### config.mk
export PLATFORM = sky130hd
export DESIGN_NAME = auctionBus
export DESIGN_NICKNAME = d
export VERILOG_FILES = /design/src/source/auctionBusPkg.sv /design/src/source/bidAccount.sv /design/src/source/starvationWatch.sv /design/src/source/auctionArbiter.sv /design/src/source/slaveRouter.sv /design/src/source/auctionBus.sv
export VERILOG_INCLUDE_DIRS = /design/src /design/src/include
export SDC_FILE = /design/constraint.sdc
export NUM_CORES = 1
export LEC_CHECK = 0
export BUFFER_PORTS_ARGS = -buffer_cell sky130_fd_sc_hd__buf_4
export CAP_MARGIN = 30
export CORE_AREA = 3 3 271 273
export CTS_CLUSTER_DIAMETER = 40
export DETAILED_ROUTE_END_ITERATION = 10
export DIE_AREA = 0 0 274 276
export GPL_TIMING_DRIVEN = 0
export PLACE_DENSITY = 0.45
export REMOVE_ABC_BUFFERS = 1
export SYNTH_ARGS = -nofsm -noshare
export SYNTH_HDL_FRONTEND = slang
export SYNTH_SLANG_ARGS = --single-unit
### constraint.sdc
create_clock -name clk -period 12.2 [get_ports clk]
set_input_delay 0 -clock clk [delete_from_list [all_inputs] [get_ports clk]]
set_output_delay 0 -clock clk [all_outputs]
set_load 0.03 [all_outputs]
### src/include/auctionBus_params.svh
/* Widths, counts and budget constants of the auction bus.
   Included by the package and by every module that sizes ports or counters. */
`ifndef AUCTIONBUS_PARAMS_SVH
`define AUCTIONBUS_PARAMS_SVH

// #################### Bus geometry
`define AB_NUM_MASTERS    4
`define AB_NUM_SLAVES     4
`define AB_ADDR_W         16
`define AB_DATA_W         32
`define AB_SLAVE_SEL_LSB  12     // Top nibble picks the slave

// #################### Auction budget
`define AB_BID_W          4
`define AB_BAL_W          8
`define AB_BALANCE_INIT   100    // Balance after reset
`define AB_BALANCE_MAX    255    // Refill ceiling
`define AB_REFILL_AMOUNT  64
`define AB_REFILL_PERIOD  1024   // Cycles between refills

// #################### Fairness
`define AB_STARVE_LIMIT   16     // Waiting cycles before a master is served first

`endif

### src/source/auctionBusPkg.sv
/* Shared Wishbone request and response structs plus auction types.
   Modules refer to these by scoped names. */
`include "auctionBus_params.svh"

package auctionBusPkg;

    // #################### Wishbone classic payloads

    typedef struct packed {
        logic                  cyc;   // Bus cycle in progress
        logic                  stb;   // Transfer strobe
        logic                  we;    // Write enable
        logic [`AB_ADDR_W-1:0] adr;
        logic [`AB_DATA_W-1:0] dat;   // Write data
    } wbReqT;

    typedef struct packed {
        logic                  ack;
        logic                  err;   // Unmapped address
        logic [`AB_DATA_W-1:0] dat;   // Read data
    } wbRspT;

    // #################### Auction types

    typedef logic [`AB_BID_W-1:0] bidT;

    typedef logic [`AB_BAL_W-1:0] balanceT;

    // One bit per master
    typedef logic [`AB_NUM_MASTERS-1:0] grantT;

    // One bit per slave
    typedef logic [`AB_NUM_SLAVES-1:0] slaveSelT;

endpackage

### src/source/bidAccount.sv
/* Spending balance of one master. The arbiter charges the winning bid
   and pulses refill once per period; refill saturates at the ceiling. */
`include "auctionBus_params.svh"

module bidAccount (
    input  logic                  clk,
    input  logic                  rst,
    input  auctionBusPkg::bidT    charge,
    input  logic                  chargeEn,
    input  logic                  refill,
    output auctionBusPkg::balanceT balance
);

    localparam int SumW = `AB_BAL_W + 1;   // One spare bit for the refill carry

    localparam logic [SumW-1:0] RefillAmt = SumW'(`AB_REFILL_AMOUNT);
    localparam logic [SumW-1:0] BalMax    = SumW'(`AB_BALANCE_MAX);

    logic [SumW-1:0] chargeAmt;
    logic [SumW-1:0] afterCharge;
    logic [SumW-1:0] afterRefill;
    logic [SumW-1:0] nextBal;

    always_comb begin
        chargeAmt   = chargeEn ? SumW'(charge) : '0;
        afterCharge = {1'b0, balance} - chargeAmt;   // Arbiter never charges above balance
        afterRefill = afterCharge + RefillAmt;
        if (!refill) begin
            nextBal = afterCharge;
        end else if (afterRefill > BalMax) begin
            nextBal = BalMax;                          // Clamp at ceiling
        end else begin
            nextBal = afterRefill;
        end
    end

    always_ff @(posedge clk or posedge rst) begin
        if (rst) begin
            balance <= auctionBusPkg::balanceT'(`AB_BALANCE_INIT);
        end else begin
            balance <= nextBal[`AB_BAL_W-1:0];
        end
    end

endmodule

### src/source/starvationWatch.sv
/* Per-master wait counters. A master that has waited the starve limit
   is flagged so the arbiter serves it ahead of the auction. */
`include "auctionBus_params.svh"

module starvationWatch (
    input  logic                 clk,
    input  logic                 rst,
    input  auctionBusPkg::grantT waiting,
    output auctionBusPkg::grantT starved
);

    localparam int NumM = `AB_NUM_MASTERS;
    localparam int CntW = $clog2(`AB_STARVE_LIMIT + 1);

    localparam logic [CntW-1:0] Limit = CntW'(`AB_STARVE_LIMIT);

    logic [CntW-1:0] waitCnt [NumM];

    // #################### Wait counters

    always_ff @(posedge clk or posedge rst) begin
        if (rst) begin
            for (int i = 0; i < NumM; i++) begin
                waitCnt[i] <= '0;
            end
        end else begin
            for (int i = 0; i < NumM; i++) begin
                if (!waiting[i]) begin
                    waitCnt[i] <= '0;                    // Granted or cyc dropped
                end else if (waitCnt[i] != Limit) begin
                    waitCnt[i] <= waitCnt[i] + 1'b1;     // Holds at limit
                end
            end
        end
    end

    // #################### Flags

    always_comb begin
        for (int i = 0; i < NumM; i++) begin
            starved[i] = (waitCnt[i] == Limit);
        end
    end

endmodule

### src/source/auctionArbiter.sv
/* Auction arbiter. On a free bus it grants the starved requester, else the
   highest affordable bid with rotating ties, and charges the winner. */
`include "auctionBus_params.svh"

module auctionArbiter (
    input  logic                                         clk,
    input  logic                                         rst,
    input  auctionBusPkg::wbReqT [`AB_NUM_MASTERS-1:0]   mstReq,
    input  auctionBusPkg::bidT   [`AB_NUM_MASTERS-1:0]   mstBid,
    output auctionBusPkg::grantT                         owner
);

    localparam int NumM   = `AB_NUM_MASTERS;
    localparam int PtrW   = $clog2(NumM);
    localparam int TimerW = $clog2(`AB_REFILL_PERIOD);

    localparam logic [TimerW-1:0] TimerLast = TimerW'(`AB_REFILL_PERIOD - 1);

    auctionBusPkg::grantT                  reqVec;
    auctionBusPkg::grantT                  waiting;
    auctionBusPkg::grantT                  starved;
    auctionBusPkg::grantT                  winner;
    auctionBusPkg::balanceT [NumM-1:0]     balance;
    auctionBusPkg::bidT     [NumM-1:0]     effBid;
    auctionBusPkg::bidT                    bestBid;
    logic [PtrW-1:0]                       lastPtr;
    logic [PtrW-1:0]                       winIdx;
    logic [PtrW-1:0]                       scanIdx;
    logic [TimerW-1:0]                     refillTimer;
    logic                                  refillPulse;
    logic                                  busFree;
    logic                                  found;

    // #################### Request view

    always_comb begin
        for (int i = 0; i < NumM; i++) begin
            reqVec[i] = mstReq[i].cyc;
            // Unaffordable bid counts as zero and costs nothing
            effBid[i] = (balance[i] >= auctionBusPkg::balanceT'(mstBid[i])) ? mstBid[i] : '0;
        end
    end

    assign waiting = reqVec & ~owner;
    assign busFree = ~|(owner & reqVec);   // No owner or owner dropped cyc

    // #################### Winner selection

    always_comb begin
        winIdx  = lastPtr;
        scanIdx = lastPtr;
        bestBid = '0;
        found   = 1'b0;
        if (|(reqVec & starved)) begin
            for (int i = NumM - 1; i >= 0; i--) begin
                if (reqVec[i] && starved[i]) begin
                    winIdx = PtrW'(i);                   // Lowest index ends up last
                end
            end
            found = 1'b1;
        end else begin
            // Scan starts after last owner so the first tied master wins
            for (int k = 1; k <= NumM; k++) begin
                scanIdx = PtrW'((int'(lastPtr) + k) % NumM);
                if (reqVec[scanIdx] && (!found || effBid[scanIdx] > bestBid)) begin
                    winIdx  = scanIdx;
                    bestBid = effBid[scanIdx];
                    found   = 1'b1;
                end
            end
        end
        winner = found ? (auctionBusPkg::grantT'(1) << winIdx) : '0;
    end

    // #################### Owner and pointer

    always_ff @(posedge clk or posedge rst) begin
        if (rst) begin
            owner   <= '0;
            lastPtr <= '0;
        end else if (busFree) begin
            owner <= winner;                           // Release and regrant at one edge
            if (found) begin
                lastPtr <= winIdx;
            end
        end
    end

    // #################### Refill timer

    always_ff @(posedge clk or posedge rst) begin
        if (rst) begin
            refillTimer <= '0;
        end else begin
            refillTimer <= refillPulse ? '0 : refillTimer + 1'b1;
        end
    end

    assign refillPulse = (refillTimer == TimerLast);

    // #################### Accounts

    for (genvar m = 0; m < NumM; m++) begin : gAcct
        bidAccount acct_i (
            .clk      (clk),
            .rst      (rst),
            .charge   (effBid[m]),
            .chargeEn (busFree & winner[m]),
            .refill   (refillPulse),
            .balance  (balance[m])
        );
    end

    starvationWatch starve_i (
        .clk     (clk),
        .rst     (rst),
        .waiting (waiting),
        .starved (starved)
    );

endmodule

### src/source/slaveRouter.sv
/* Steers the owner's request to the slave picked by the top address nibble
   and returns that slave's response; unmapped addresses get a registered err. */
`include "auctionBus_params.svh"

module slaveRouter (
    input  logic                                        clk,
    input  logic                                        rst,
    input  auctionBusPkg::grantT                        owner,
    input  auctionBusPkg::wbReqT [`AB_NUM_MASTERS-1:0]  mstReq,
    output auctionBusPkg::wbRspT [`AB_NUM_MASTERS-1:0]  mstRsp,
    output auctionBusPkg::wbReqT [`AB_NUM_SLAVES-1:0]   slvReq,
    input  auctionBusPkg::wbRspT [`AB_NUM_SLAVES-1:0]   slvRsp
);

    localparam int NumM = `AB_NUM_MASTERS;
    localparam int NumS = `AB_NUM_SLAVES;
    localparam int SelW = `AB_ADDR_W - `AB_SLAVE_SEL_LSB;

    auctionBusPkg::wbReqT    ownReq;
    auctionBusPkg::wbRspT    selRsp;
    auctionBusPkg::slaveSelT slaveSel;
    logic [SelW-1:0]         nibble;
    logic                    mapped;
    logic                    errQ;

    // #################### Decode

    always_comb begin
        ownReq = '0;
        for (int i = 0; i < NumM; i++) begin
            if (owner[i]) begin
                ownReq = mstReq[i];
            end
        end
        nibble   = ownReq.adr[`AB_SLAVE_SEL_LSB +: SelW];
        mapped   = (nibble < SelW'(NumS));
        slaveSel = (mapped && |owner) ? (auctionBusPkg::slaveSelT'(1) << nibble) : '0;
    end

    // Error pulse one cycle after stb, never two in a row
    always_ff @(posedge clk or posedge rst) begin
        if (rst) begin
            errQ <= 1'b0;
        end else begin
            errQ <= |owner && ownReq.cyc && ownReq.stb && !mapped && !errQ;
        end
    end

    // #################### Steering

    always_comb begin
        selRsp     = '0;
        selRsp.err = errQ;
        for (int j = 0; j < NumS; j++) begin
            slvReq[j] = slaveSel[j] ? ownReq : '0;   // Idle slaves see cyc low
            if (slaveSel[j]) begin
                selRsp = slvRsp[j];
            end
        end
        for (int i = 0; i < NumM; i++) begin
            mstRsp[i] = owner[i] ? selRsp : '0;
        end
    end

endmodule

### src/source/auctionBus.sv
/* Top of the four-master, four-slave auction bus.
   Connects the auction arbiter to the slave router. */
`include "auctionBus_params.svh"

module auctionBus (
    input  logic                                        clk,
    input  logic                                        rst,

    // Master side
    input  auctionBusPkg::wbReqT [`AB_NUM_MASTERS-1:0]  mstReq,
    input  auctionBusPkg::bidT   [`AB_NUM_MASTERS-1:0]  mstBid,
    output auctionBusPkg::wbRspT [`AB_NUM_MASTERS-1:0]  mstRsp,

    // Slave side
    output auctionBusPkg::wbReqT [`AB_NUM_SLAVES-1:0]   slvReq,
    input  auctionBusPkg::wbRspT [`AB_NUM_SLAVES-1:0]   slvRsp
);

    auctionBusPkg::grantT owner;   // One-hot bus owner

    // #################### Arbitration

    auctionArbiter arb_i (
        .clk    (clk),
        .rst    (rst),
        .mstReq (mstReq),
        .mstBid (mstBid),
        .owner  (owner)
    );

    // #################### Routing

    slaveRouter router_i (
        .clk    (clk),
        .rst    (rst),
        .owner  (owner),
        .mstReq (mstReq),
        .mstRsp (mstRsp),
        .slvReq (slvReq),
        .slvRsp (slvRsp)
    );

endmodule

Yosys cells after proc, flatten, opt, wreduce, memory -nomap -nowiden
Cells that the tools add are included.
Storage, ports and cells
  register bits after elaboration: 69
  bits of input ports: 358
  output and inout bits: 340
  logic and storage cells: 176
Cells by class
  add/subtract/negate cells: 17
  magnitude comparators: 16
  eq/ne operators: 13
  shift-type cells: 2
  muxes and demuxes: 82
  bitwise logic cells: 9
  reductions and logical operators: 25
Operators with widths (count)
  2-to-1 mux 51 bit: 8
  2-to-1 mux 34 bit: 8
  2-to-1 mux 4 bit: 20
  2-to-1 mux 8 bit: 8
  2-to-1 mux 5 bit: 8
  adder 9 x 7 -> 9 bit (second input constant): 4
  > comparator 9 x 8 -> 1 bit (second input constant): 4
  subtractor 8 x 4 -> 9 bit: 4
  binary-select mux 4 bit (select 2 bit): 4
  greater-or-equal comparator 8 x 4 -> 1 bit: 4
  adder 5 x 1 -> 5 bit (second input constant): 4
  == test 5 bit (second input constant): 4
  inequality test 5 bit (second input constant): 4
  2-to-1 mux 2 bit: 9
  AND 4 bit: 3
  > comparator 4 bit: 3
  logical AND 1 bit: 12
  less-than comparator 2 x 3 -> 1 bit (second input constant): 4
  2-to-1 mux 1 bit: 12
  OR reduction 4 bit: 3
  adder 10 x 1 -> 10 bit (second input constant): 1
  == test 10 bit (second input constant): 1
  2-to-1 mux 10 bit: 1
  binary-select mux 1 bit (select 2 bit): 4
  other kinds (12): 27

Longest topological paths before layout
Gate-level depths: netlist of the first run.
  depth in word-level cells: 30
  mapped depth: 46
  depth with buffers taken out: 45

Hierarchy
Synthesis of the first run repeated with hierarchy kept, for this count alone.
Second synthesis, totals
  cells, all modules: 1413
  area, all modules: 10254.8 µm²
By module, submodules not included
  slaveRouter: instances 1, cells each 750, area an instance 4255.3 µm², sequential area each 25.0 µm²
  auctionArbiter: instances 1, cells each 326, area an instance 2533.7 µm², sequential area each 400.4 µm²
  bidAccount (arb_i.gAcct[1].acct_i ...): instances 3, cells each 56, area an instance 581.8 µm², sequential area each 203.9 µm²
  starvationWatch: instances 1, cells each 109, area an instance 1142.3 µm², sequential area each 500.5 µm²
  bidAccount (arb_i.gAcct[0].acct_i): instances 1, cells each 60, area an instance 578.1 µm², sequential area each 203.9 µm²

Least setup slack after synthesis of the first run
No wires, ideal clock.
  kind: register to register
  start: register arb_i.gAcct[3].acct_i.balance[0]
  end: register arb_i.gAcct[2].acct_i.balance[3]
  setup time: 83 ps
  data arrival time: 9178 ps
  required time: 12117 ps
  slack: 2939 ps
  cell stages (with the launch flop): 47
  buffers on the path: 2
  period minus slack after synthesis: 9261 ps
  cell sequence: dfrtp_1 > inv_1 > ha_1 > nand2b_1 > a21o_1 > a21oi_1 > o31ai_1 > o22ai_1 > a211oi_1 > nand2_1 > ha_1 > nand2_1 > o21ai_0 > nand2_1 > a21oi_1 > inv_1 > mux2i_1 > ha_1 > [11 not listed] > o21ai_1 > a2bb2oi_1 > and3_4 > buf_6 > and3_1 > ha_1 > inv_1 > fa_1 > a21o_1 > a21o_1 > nor3_1 > xnor2_1 > ha_1 > or4b_2 > or4_1 > a211oi_1 > o21ai_1 > o21ai_0
On the way
  longest elaborated chain between the ends: 30
  elaborated cells on any way between the ends: 46
  classes of those cells: add/sub (2); order compare (5); shift (1); mux (29); bitwise (1); reduce/logical (8)
Ends and longest elaborated chain
  start, declared: RTL line bidAccount.sv:11  | output auctionBusPkg::balanceT balance
  start signal, assigned: RTL line bidAccount.sv:39  | balance <= auctionBusPkg::balanceT'(`AB_BALANCE_INIT);
  start signal, assigned: RTL line bidAccount.sv:41  | balance <= nextBal[`AB_BAL_W-1:0];
  greater-or-equal comparator 8 x 4 -> 1 bit *: RTL line auctionArbiter.sv:40  | effBid[i] = (balance[i] >= auctionBusPkg::balanceT'(mstBid[i])) ? mstBid[i] : '0;
  2-to-1 mux 4 bit *: RTL line auctionArbiter.sv:40
  binary-select mux 4 bit (select 2 bit)
  2-to-1 mux 4 bit
  2-to-1 mux 4 bit: RTL line auctionArbiter.sv:65  | if (reqVec[scanIdx] && (!found || effBid[scanIdx] > bestBid)) begin
  2-to-1 mux 4 bit: RTL line auctionArbiter.sv:54  | if (|(reqVec & starved)) begin
  > comparator 4 bit: RTL line auctionArbiter.sv:65
  logical OR 1 bit: RTL line auctionArbiter.sv:65
  [15 not listed]
  AND 1 bit *: RTL line auctionArbiter.sv:108  | .chargeEn (busFree & winner[m]),
  2-to-1 mux 4 bit *: RTL line bidAccount.sv:25  | chargeAmt = chargeEn ? SumW'(charge) : '0;
  subtractor 8 x 4 -> 9 bit *: RTL line bidAccount.sv:26  | afterCharge = {1'b0, balance} - chargeAmt;
  adder 9 x 7 -> 9 bit: RTL line bidAccount.sv:27  | afterRefill = afterCharge + RefillAmt;
  > comparator 9 x 8 -> 1 bit: RTL line bidAccount.sv:30  | end else if (afterRefill > BalMax) begin
  2-to-1 mux 8 bit: RTL line bidAccount.sv:30
  2-to-1 mux 8 bit *: RTL line bidAccount.sv:28  | if (!refill) begin
  net arb_i.gAcct[2].acct_i.nextBal[3]: RTL line bidAccount.sv:22  | logic [SumW-1:0] nextBal;
  end signal, assigned: RTL line bidAccount.sv:39
  end signal, assigned: RTL line bidAccount.sv:41
  end, declared: RTL line bidAccount.sv:11
Mark *: on every way through the listed nets, which the timed path passes. The rest lies on a longest branch. The select of a mux whose other input is x is not followed.
A chain may end at the register's enable or synchronous reset.

Final worst setup path of the first run
  start: register arb_i.gAcct[2].acct_i.balance[0]
  end: register arb_i.gAcct[2].acct_i.balance[5]
On the way
  longest elaborated chain between the ends: 30
  elaborated cells on any way between the ends: 46
  classes of those cells: add/sub (2); order compare (5); shift (1); mux (29); bitwise (1); reduce/logical (8)
Ends and longest elaborated chain (RTL line)
  greater-or-equal comparator 8 x 4 -> 1 bit: auctionArbiter.sv:40
  2-to-1 mux 4 bit: auctionArbiter.sv:40
  binary-select mux 4 bit (select 2 bit)
  2-to-1 mux 4 bit
  2-to-1 mux 4 bit: auctionArbiter.sv:65
  2-to-1 mux 4 bit: auctionArbiter.sv:54
  > comparator 4 bit: auctionArbiter.sv:65
  logical OR 1 bit: auctionArbiter.sv:65
  [15 not listed]
  AND 1 bit: auctionArbiter.sv:108
  2-to-1 mux 4 bit: bidAccount.sv:25
  subtractor 8 x 4 -> 9 bit *: bidAccount.sv:26
  adder 9 x 7 -> 9 bit: bidAccount.sv:27
  > comparator 9 x 8 -> 1 bit: bidAccount.sv:30
  2-to-1 mux 8 bit: bidAccount.sv:30
  2-to-1 mux 8 bit *: bidAccount.sv:28
  net arb_i.gAcct[2].acct_i.nextBal[5]: bidAccount.sv:22
Marked as above.

==> metrics.log, run 1 <==
[metrics] run status: complete, no violations
[metrics] clock network fraction of total power: 0.050
[metrics] post-detailed-route count of antenna-violating nets: 0
[metrics] combinational fraction of design power: 0.865
[metrics] number of synthesized flops with an enable pin: 0
[metrics] arrival time worst endpoint: 11,390 ps
[metrics] required time reported for the critical path endpoint: between 10,000 and 15,000 ps
[metrics] longest individual stage delay on the worst path: 820 ps
[metrics] maximum clock skew at final layout: roughly 14 ps
[metrics] critical path type: reg2reg
[metrics] share of the synthesized area in the top cell type: 0.1292
[metrics] Synth Area per Inst: approximately 6.8 um2
[metrics] Clock Sink Count: around 70
[metrics] routed length per instance: roughly 25 um
[metrics] cells taking the most area after synthesis: sky130_fd_sc_hd__dfrtp_1 13%, sky130_fd_sc_hd__nor2_1 11%, sky130_fd_sc_hd__ha_1 6.9%, sky130_fd_sc_hd__a21boi_0 5.7%, sky130_fd_sc_hd__o21ai_0 5.5%
[metrics] critical-path cell with the highest stage delay: sky130_fd_sc_hd__o21ai_0
[metrics] Worst Hold Margin: approximately 96 ps
[metrics] CTS clock-pin slew for the worst setup and hold paths: around 70 ps
[metrics] area of the core: 71,360 um2
[metrics] via count of the first global-routing pass: around 15,000
[metrics] number of DRC markers after the initial detailed-route iteration: around 1,200
[metrics] origin of the worst min-delay path: mstReq[152]
[metrics] FF-to-FF End: arb_i.gAcct[2].acct_i.balance[5]
[metrics] post-route DRC violation count: 0
[metrics] die height: 276 um
[metrics] buffer count from post-CTS setup fixing: 0
[metrics] number of nets in the final layout: around 2,700
[metrics] critical-path maximum fanout: 11
[metrics] most instantiated flip-flop cell in the synthesis netlist: sky130_fd_sc_hd__dfrtp_1
[metrics] number of antenna violations at the first check in global routing: 26
[metrics] Setup crit end kind: register
[metrics] FFs w/ async S/R, synth: 1.000
[metrics] row cnt: 98
[metrics] vias after detailed routing: between 15,000 and 20,000
[metrics] static leakage power: ~8.1 nW
[metrics] worst hold endpoint: arb_i.starve_i.waitCnt[8]
[metrics] number of warnings issued by yosys: 0
[metrics] fmax: around 0.090 GHz
[metrics] First-pass DRT Iterations: 5
[metrics] max-cap viol count: 0
[metrics] total die area: 75,620 um2
[metrics] worst r2r src: arb_i.gAcct[2].acct_i.balance[0]
[metrics] fraction of layout instances using a drive strength above 1: 0.3683
[metrics] Port Buffer Count: 685
[metrics] most common cell after layout, fill and taps aside: sky130_fd_sc_hd__buf_4
[metrics] IO Pins: between 600 and 700
[metrics] Int Pwr: ~2.1 mW
[metrics] signed area change from the synthesized netlist to the final layout: 61.53%
[metrics] #FFs+latches synth: 69
[metrics] global route total overflow: 0
[metrics] total power per unit cell area: between 300 and 400 nW/um2
[metrics] final setup violating endpoints: 0
[metrics] maximum number of pins on one net before global-route repair: 70
[metrics] measured slew at the worst slew-check pin: ~1100 ps
[metrics] root buffer selected by CTS: sky130_fd_sc_hd__clkbuf_16
[metrics] Worst R2R Path Depth: between 40 and 50
[metrics] clock insertion delay at the later pin of the skew report: roughly 350 ps
[metrics] Tmin final: 11,100 ps
[metrics] setup slack of the most critical reg-to-reg path: about 1100 ps
[metrics] most used cells in the layout excluding fill and tap cells: 699 x sky130_fd_sc_hd__buf_4, 326 x sky130_fd_sc_hd__nor2_1, 142 x sky130_fd_sc_hd__nand2_1
[metrics] most used cell along the critical path: sky130_fd_sc_hd__ha_1
[metrics] vias per inst: 4.722
[metrics] final RePlAce weighted congestion: about 0.95
[metrics] maximum root-to-sink buffer count: 2
[metrics] relative contribution of sequential cells to total power: 0.085
[metrics] hpwl dp: 67,340 um
[metrics] horizontal die dimension: 274 um
[metrics] cell taking the most area after synthesis: sky130_fd_sc_hd__dfrtp_1
[metrics] register area share after synthesis: 0.1577
[metrics] clock buffer count from CTS: 9
[metrics] gate count of the mapped netlist: roughly 1,600
[metrics] Total GRT Usage: 0.1999
[metrics] initial core utilization: 0.1547
[metrics] sw power: ~3.3 mW
[metrics] distinct cell type count after synthesis: a little over 90
[metrics] fill count: roughly 8,000
[metrics] Critical Path Source Type: register
[metrics] Slew headroom: 0.2389
[metrics] setup repair after global routing missed its margin: false
[metrics] H-tree depth: 3
[metrics] CTS tree: built
[metrics] Hold Fails Final Rpt: 0
[metrics] maximum ir drop on the vdd rail: around 130 uV
[metrics] switching portion of total power: 0.6063
[metrics] Hold Path Stages: 3
[metrics] routed wire length: 80,580 um
[metrics] final sum of negative setup slack: 0 ps
[metrics] first-pass GRT wire length: around 110,000 um
[metrics] area of the mapped netlist: about 11,000 um2
[metrics] period utilisation layout: 0.9102
[metrics] fin. max-slew vios: 0
[metrics] min-delay worst type: in2reg
-- final cells by class --
class	count	area (um2)	area share
Multi-Input combinational cell	1375	8592	0.4817
Timing Repair Buffer	725	5767	0.3233
Sequential cell	69	1755	0.09842
Tap cell	950	1189	0.06664
Clock buffer	9	225.2	0.01263
Inverter	55	215.2	0.01207
Clock inverter	7	65.06	0.003648
Antenna cell	11	27.53	0.001543
-- registers in the layout, summed over array words and instances, names as in the netlist --
name and flops:
arb_i.owner 4, arb_i.starve_i.waitCnt 20, arb_i.lastPtr 2, router_i.errQ 1, arb_i.gAcct.acct_i.balance 32, arb_i.refillTimer 10
-- timing repair --
item                                    CTS  global route
endpoints found under the setup margin    0            15
hold buffers                              1             0
endpoints found under the hold margin    57             0
gates resized for setup                   0             8
-- power groups by stage --
stage	Clock, mW	Sequential [mW]	Combinational [mW]
after floorplan	0	0.480	2.73
after global placement	0	0.578	4.35
after global routing	0.288	0.476	5.08
after CTS	0.280	0.459	4.67
after detailed placement	0	0.463	4.64
final	0.271	0.462	4.69
-- per-stage QoR --
stage          std cells  cell area [um2]  setup WS [ps]  total power, mW    util
2_1_floorplan       1499            10460           2795            3.207       -
3_3_place_gp        3134            16790          143.2            4.924  0.2352
3_5_place_dp        3170            17460          441.1            5.106  0.2446
4_1_cts             3187            17760          398.2            5.406  0.2488
5_1_grt             3194            17820          204.8            5.844  0.2497
6_report            3201            17840           1096            5.424  0.2499
-- worst max path at each step --
stage | cells after the start | to | slack (ps) | startpoint
floorplan | 44 | arb_i.gAcct[2].acct_i.balance[5] | 2800 | arb_i.gAcct[3].acct_i.balance[0]
global placement | 8 | mstRsp[44] | 140 | arb_i.owner[1]
detailed placement | 41 | arb_i.gAcct[2].acct_i.balance[5] | 440 | arb_i.lastPtr[0]
CTS | 41 | arb_i.gAcct[2].acct_i.balance[5] | 400 | arb_i.lastPtr[0]
global route | 43 | arb_i.gAcct[2].acct_i.balance[3] | 200 | arb_i.gAcct[2].acct_i.balance[0]
finish | 44 | arb_i.gAcct[2].acct_i.balance[5] | 1100 | arb_i.gAcct[2].acct_i.balance[0]
-- worst max-delay path, delay by kind of cell, from the launching register on --
family,cells,cell delay (ps)
AO/OA/AOI/OAI,17,4730
XOR/XNOR,1,230
adder cells (fa/ha/maj),7,2030
buffers and inverters,4,370
flip-flops,1,320
multiplexers,1,150
AND/OR/NAND/NOR,14,3200
-- per-layer routing --
| metal | vias to the layer above | wire length, um | track usage |
|---|---|---|---|
| li1 | 7043 | - | - |
| met1 | 7283 | 35610 | 0.2746 |
| met2 | 703 | 36430 | 0.3229 |
| met3 | 71 | 7356 | 0.04816 |
| met4 | 14 | 1093 | 0.02818 |
| met5 | - | 91 | 0 |
-- Yosys cell counts (all sizes together), types with 6 or more instances --
master,instances
and3,10
a21o,10
nand3,31
dfrtp,57
nand3b,6
a32o,6
a31oi,11
nor2b,19
or4,8
nor3,21
dfstp,12
o211ai,13
buf,59
nor2,330
a22oi,13
and2,11
or2,6
clkbuf,81
a31o,28
a21boi,88
o21ai,128
xnor2,23
a21oi,107
nand2,147
or3,6
o31ai,15
nand2b,45
inv,53
a221oi,7
a22o,32
mux2i,16
ha,61
xor2,23
a221o,47
a211oi,32
-- logic make-up after synthesis --
kind of cell / after synthesis / synth area share
DFF: 69 / 0.1577
AOI/OAI and AO/OA: 570 / 0.3582
and+or+nand+nor: 659 / 0.2703
other: 1 / 0.0003396
muxes: 23 / 0.02504
xor gates and xnor gates: 46 / 0.03649
adders and majority gates: 65 / 0.07637
buffers and inverters: 195 / 0.07558
(Power assumes the default switching activity.)
==> inputs of run 2 (changes only) <==
--- a/config.mk
+++ b/config.mk
@@ -8,12 +8,14 @@
 export LEC_CHECK = 0
 export BUFFER_PORTS_ARGS = -buffer_cell sky130_fd_sc_hd__buf_4
 export CAP_MARGIN = 30
-export CORE_AREA = 3 3 271 273
+export CELL_PAD_IN_SITES_DETAIL_PLACEMENT = 1
+export CELL_PAD_IN_SITES_GLOBAL_PLACEMENT = 1
+export CORE_AREA = 3 3 267 269
 export CTS_CLUSTER_DIAMETER = 40
 export DETAILED_ROUTE_END_ITERATION = 10
-export DIE_AREA = 0 0 274 276
+export DIE_AREA = 0 0 270 272
 export GPL_TIMING_DRIVEN = 0
-export PLACE_DENSITY = 0.45
+export PLACE_DENSITY = 0.6
 export REMOVE_ABC_BUFFERS = 1
 export SYNTH_ARGS = -nofsm -noshare
 export SYNTH_HDL_FRONTEND = slang
==> run 2 against run 1 <==
Net effect:
- hold slack got worse by 5.3 ps
- flip-flop and latch count unchanged
- combinational power increased by 2%
- routed wire length increased by 6.5%
- final cell count decreased by 0.53%
- final area decreased by 0.15%
- via count increased by 1.5%
- sequential share of layout area about the same
- die area decreased by 2.9%
- critical path depth unchanged
- first-iteration DRC count decreased by 13%
==> metrics.log, run 2 (synthesized netlist as in run 1, its figures left out) <==
[metrics] routed length per instance: ~27 um
[metrics] critical-path maximum fanout: 11
[metrics] vias after detailed routing: 15,336
[metrics] largest reg by FF count: arb_i.gAcct.acct_i.balance
[metrics] maximum root-to-sink buffer count: 2
[metrics] initial core utilization: 0.1604
[metrics] maximum ir drop on the vdd rail: 141.3 uV
[metrics] period utilisation layout: 0.9163
[metrics] horizontal die dimension: ~270 um
[metrics] via count of the first global-routing pass: 15,603
[metrics] global route total overflow: 0
[metrics] max-cap viol count: 0
[metrics] final setup violating endpoints: 0
[metrics] number of nets in the final layout: roughly 2,700
[metrics] fmax: between 0.08 and 0.09 GHz
[metrics] Worst Hold Margin: between 90 and 100 ps
[metrics] routed wire length: 85,790 um
[metrics] critical-path cell with the highest stage delay: sky130_fd_sc_hd__or4b_2
[metrics] signed area change from the synthesized netlist to the final layout: 61.28%
[metrics] run status: complete, no violations
[metrics] setup repair after global routing missed its margin: false
[metrics] required time reported for the critical path endpoint: between 10,000 and 15,000 ps
[metrics] measured slew at the worst slew-check pin: between 1000 and 1500 ps
[metrics] maximum clock skew at final layout: around 14 ps
[metrics] H-tree depth: 3
[metrics] utilization after layout: 0.2587
[metrics] first-pass GRT wire length: approximately 120,000 um
[metrics] number of DRC markers after the initial detailed-route iteration: 1,060
[metrics] maximum number of pins on one net before global-route repair: 89
[metrics] max reg flops: 32
[metrics] area of the multi-input gates: ~8600 um2
[metrics] fraction of layout instances using a drive strength above 1: 0.3677
[metrics] hpwl dp: between 70,000 and 80,000 um
[metrics] First-pass DRT Iterations: 6
[metrics] area of the core: between 60,000 and 70,000 um2
[metrics] longest individual stage delay on the worst path: around 610 ps
[metrics] placed cells: around 3,100
[metrics] min-delay worst type: in2async
[metrics] static leakage power: between 8 and 9 nW
[metrics] arrival time worst endpoint: 11,460 ps
[metrics] clock insertion delay at the later pin of the skew report: between 300 and 400 ps
[metrics] post-route DRC violation count: 0
[metrics] number of antenna violations at the first check in global routing: 29
[metrics] Tmin final: about 11,000 ps
[metrics] CTS clock-pin slew for the worst setup and hold paths: approximately 70 ps
[metrics] Worst Setup Slack post-DPL: 103.7 ps
[metrics] Hold Fails Final Rpt: 0
[metrics] Setup crit end kind: register
[metrics] critical path type: reg2reg
[metrics] Port Buffer Count: a little under 700
[metrics] total power per unit cell area: a little over 300 nW/um2
[metrics] Critical Path Source Type: register
[metrics] most used cells in the layout excluding fill and tap cells: 700 x sky130_fd_sc_hd__buf_4, 326 x sky130_fd_sc_hd__nor2_1, 141 x sky130_fd_sc_hd__nand2_1
[metrics] most common cell after layout, fill and taps aside: sky130_fd_sc_hd__buf_4
[metrics] Clock Sink Count: 69
[metrics] root buffer selected by CTS: sky130_fd_sc_hd__clkbuf_16
[metrics] final RePlAce weighted congestion: 0.8888
[metrics] fin. max-slew vios: 0
[metrics] Slew headroom: 0.3150
[metrics] Total GRT Usage: 0.2202
[metrics] vias per inst: between 4 and 5
[metrics] clock buffer count from CTS: 9
[metrics] fin cells: 3,184
[metrics] fill count: approximately 8,500
[metrics] CTS tree: built
[metrics] total die area: 73,440 um2
[metrics] largest registers: arb_i.gAcct.acct_i.balance (32), arb_i.starve_i.waitCnt (20), arb_i.refillTimer (10)
[metrics] Sequential Area: 1755 um2
[metrics] row cnt: 96
[metrics] die height: approximately 270 um
[metrics] setup slack of the critical path after layout: just over 1000 ps
[metrics] overall power: ~5.5 mW
[metrics] IO Pins: 698
[metrics] post-detailed-route count of antenna-violating nets: 0
[metrics] most used cell along the critical path: sky130_fd_sc_hd__ha_1
==> run 2: per-stage QoR <==
step / area [um2] / setup TNS [ps]
global placement: 16760 / -9598
detailed placement: 17400 / 0
global route: 17780 / 0
CTS: 17710 / 0
finish: 17810 / 0
floorplan: 10460 / 0
==> run 2: where the power goes <==
part	leakage [nW]	internal [mW]	total (mW)	switching (mW)
combinational	7.11	1.67	4.77	3.10
sequential	0.838	0.339	0.474	0.135
clock	0.139	0.160	0.277	0.117
total	8.09	2.17	5.52	3.35
==> run 2: what timing repair did <==
item | in CTS | in global routing
setup buffers | 0 | 0
hold endpoints to repair | 57 | 0
gates resized for setup | 0 | 11
endpoints found under the setup margin | 0 | 27
hold buffers | 1 | 0
==> run 2: worst paths after layout <==
path	from	end	slack, ps	cells after the start
max	arb_i.gAcct[3].acct_i.balance[0]	arb_i.gAcct[2].acct_i.balance[5]	1020	44
min	rst	arb_i.starve_i.waitCnt[13]	90	3
max reg2reg	arb_i.gAcct[3].acct_i.balance[0]	arb_i.gAcct[2].acct_i.balance[5]	1020	44
min reg2reg	arb_i.refillTimer[4]	arb_i.refillTimer[4]	480	1
max in group asynchronous	rst	arb_i.gAcct[3].acct_i.balance[6]	11490	4
min in group clk	mstReq[152]	arb_i.starve_i.waitCnt[7]	110	3
==> run 2: cell type report <==
cell class              instances  share of cell area
multi-input cells            1375              0.4829
repair buffers                723              0.3223
flip-flops and latches         69             0.09857
well taps                     931             0.06541
clock buffers                  10             0.01286
inverters                      55             0.01187
clock inverters                 6            0.004005
diodes                         15            0.002108
==> run 2: layer usage <==
metal  vias up  wire [um]  GRT usage
met3        97       6926    0.06519
met5         -        149          0
met4        22       1586    0.03954
met1      7577      38160     0.2937
met2       610      38960     0.3542
li1       7030          -          -
==> run 2: critical path, delay by kind of cell (launching register included) <==
| kind | cells | cell delay [ps] |
|---|---|---|
| muxes | 1 | 160 |
| adders and majority gates | 7 | 2100 |
| xor gates and xnor gates | 1 | 230 |
| AOI/OAI and AO/OA | 19 | 5190 |
| DFF | 1 | 330 |
| and+or+nand+nor | 13 | 2840 |
| buffers and inverters | 3 | 280 |
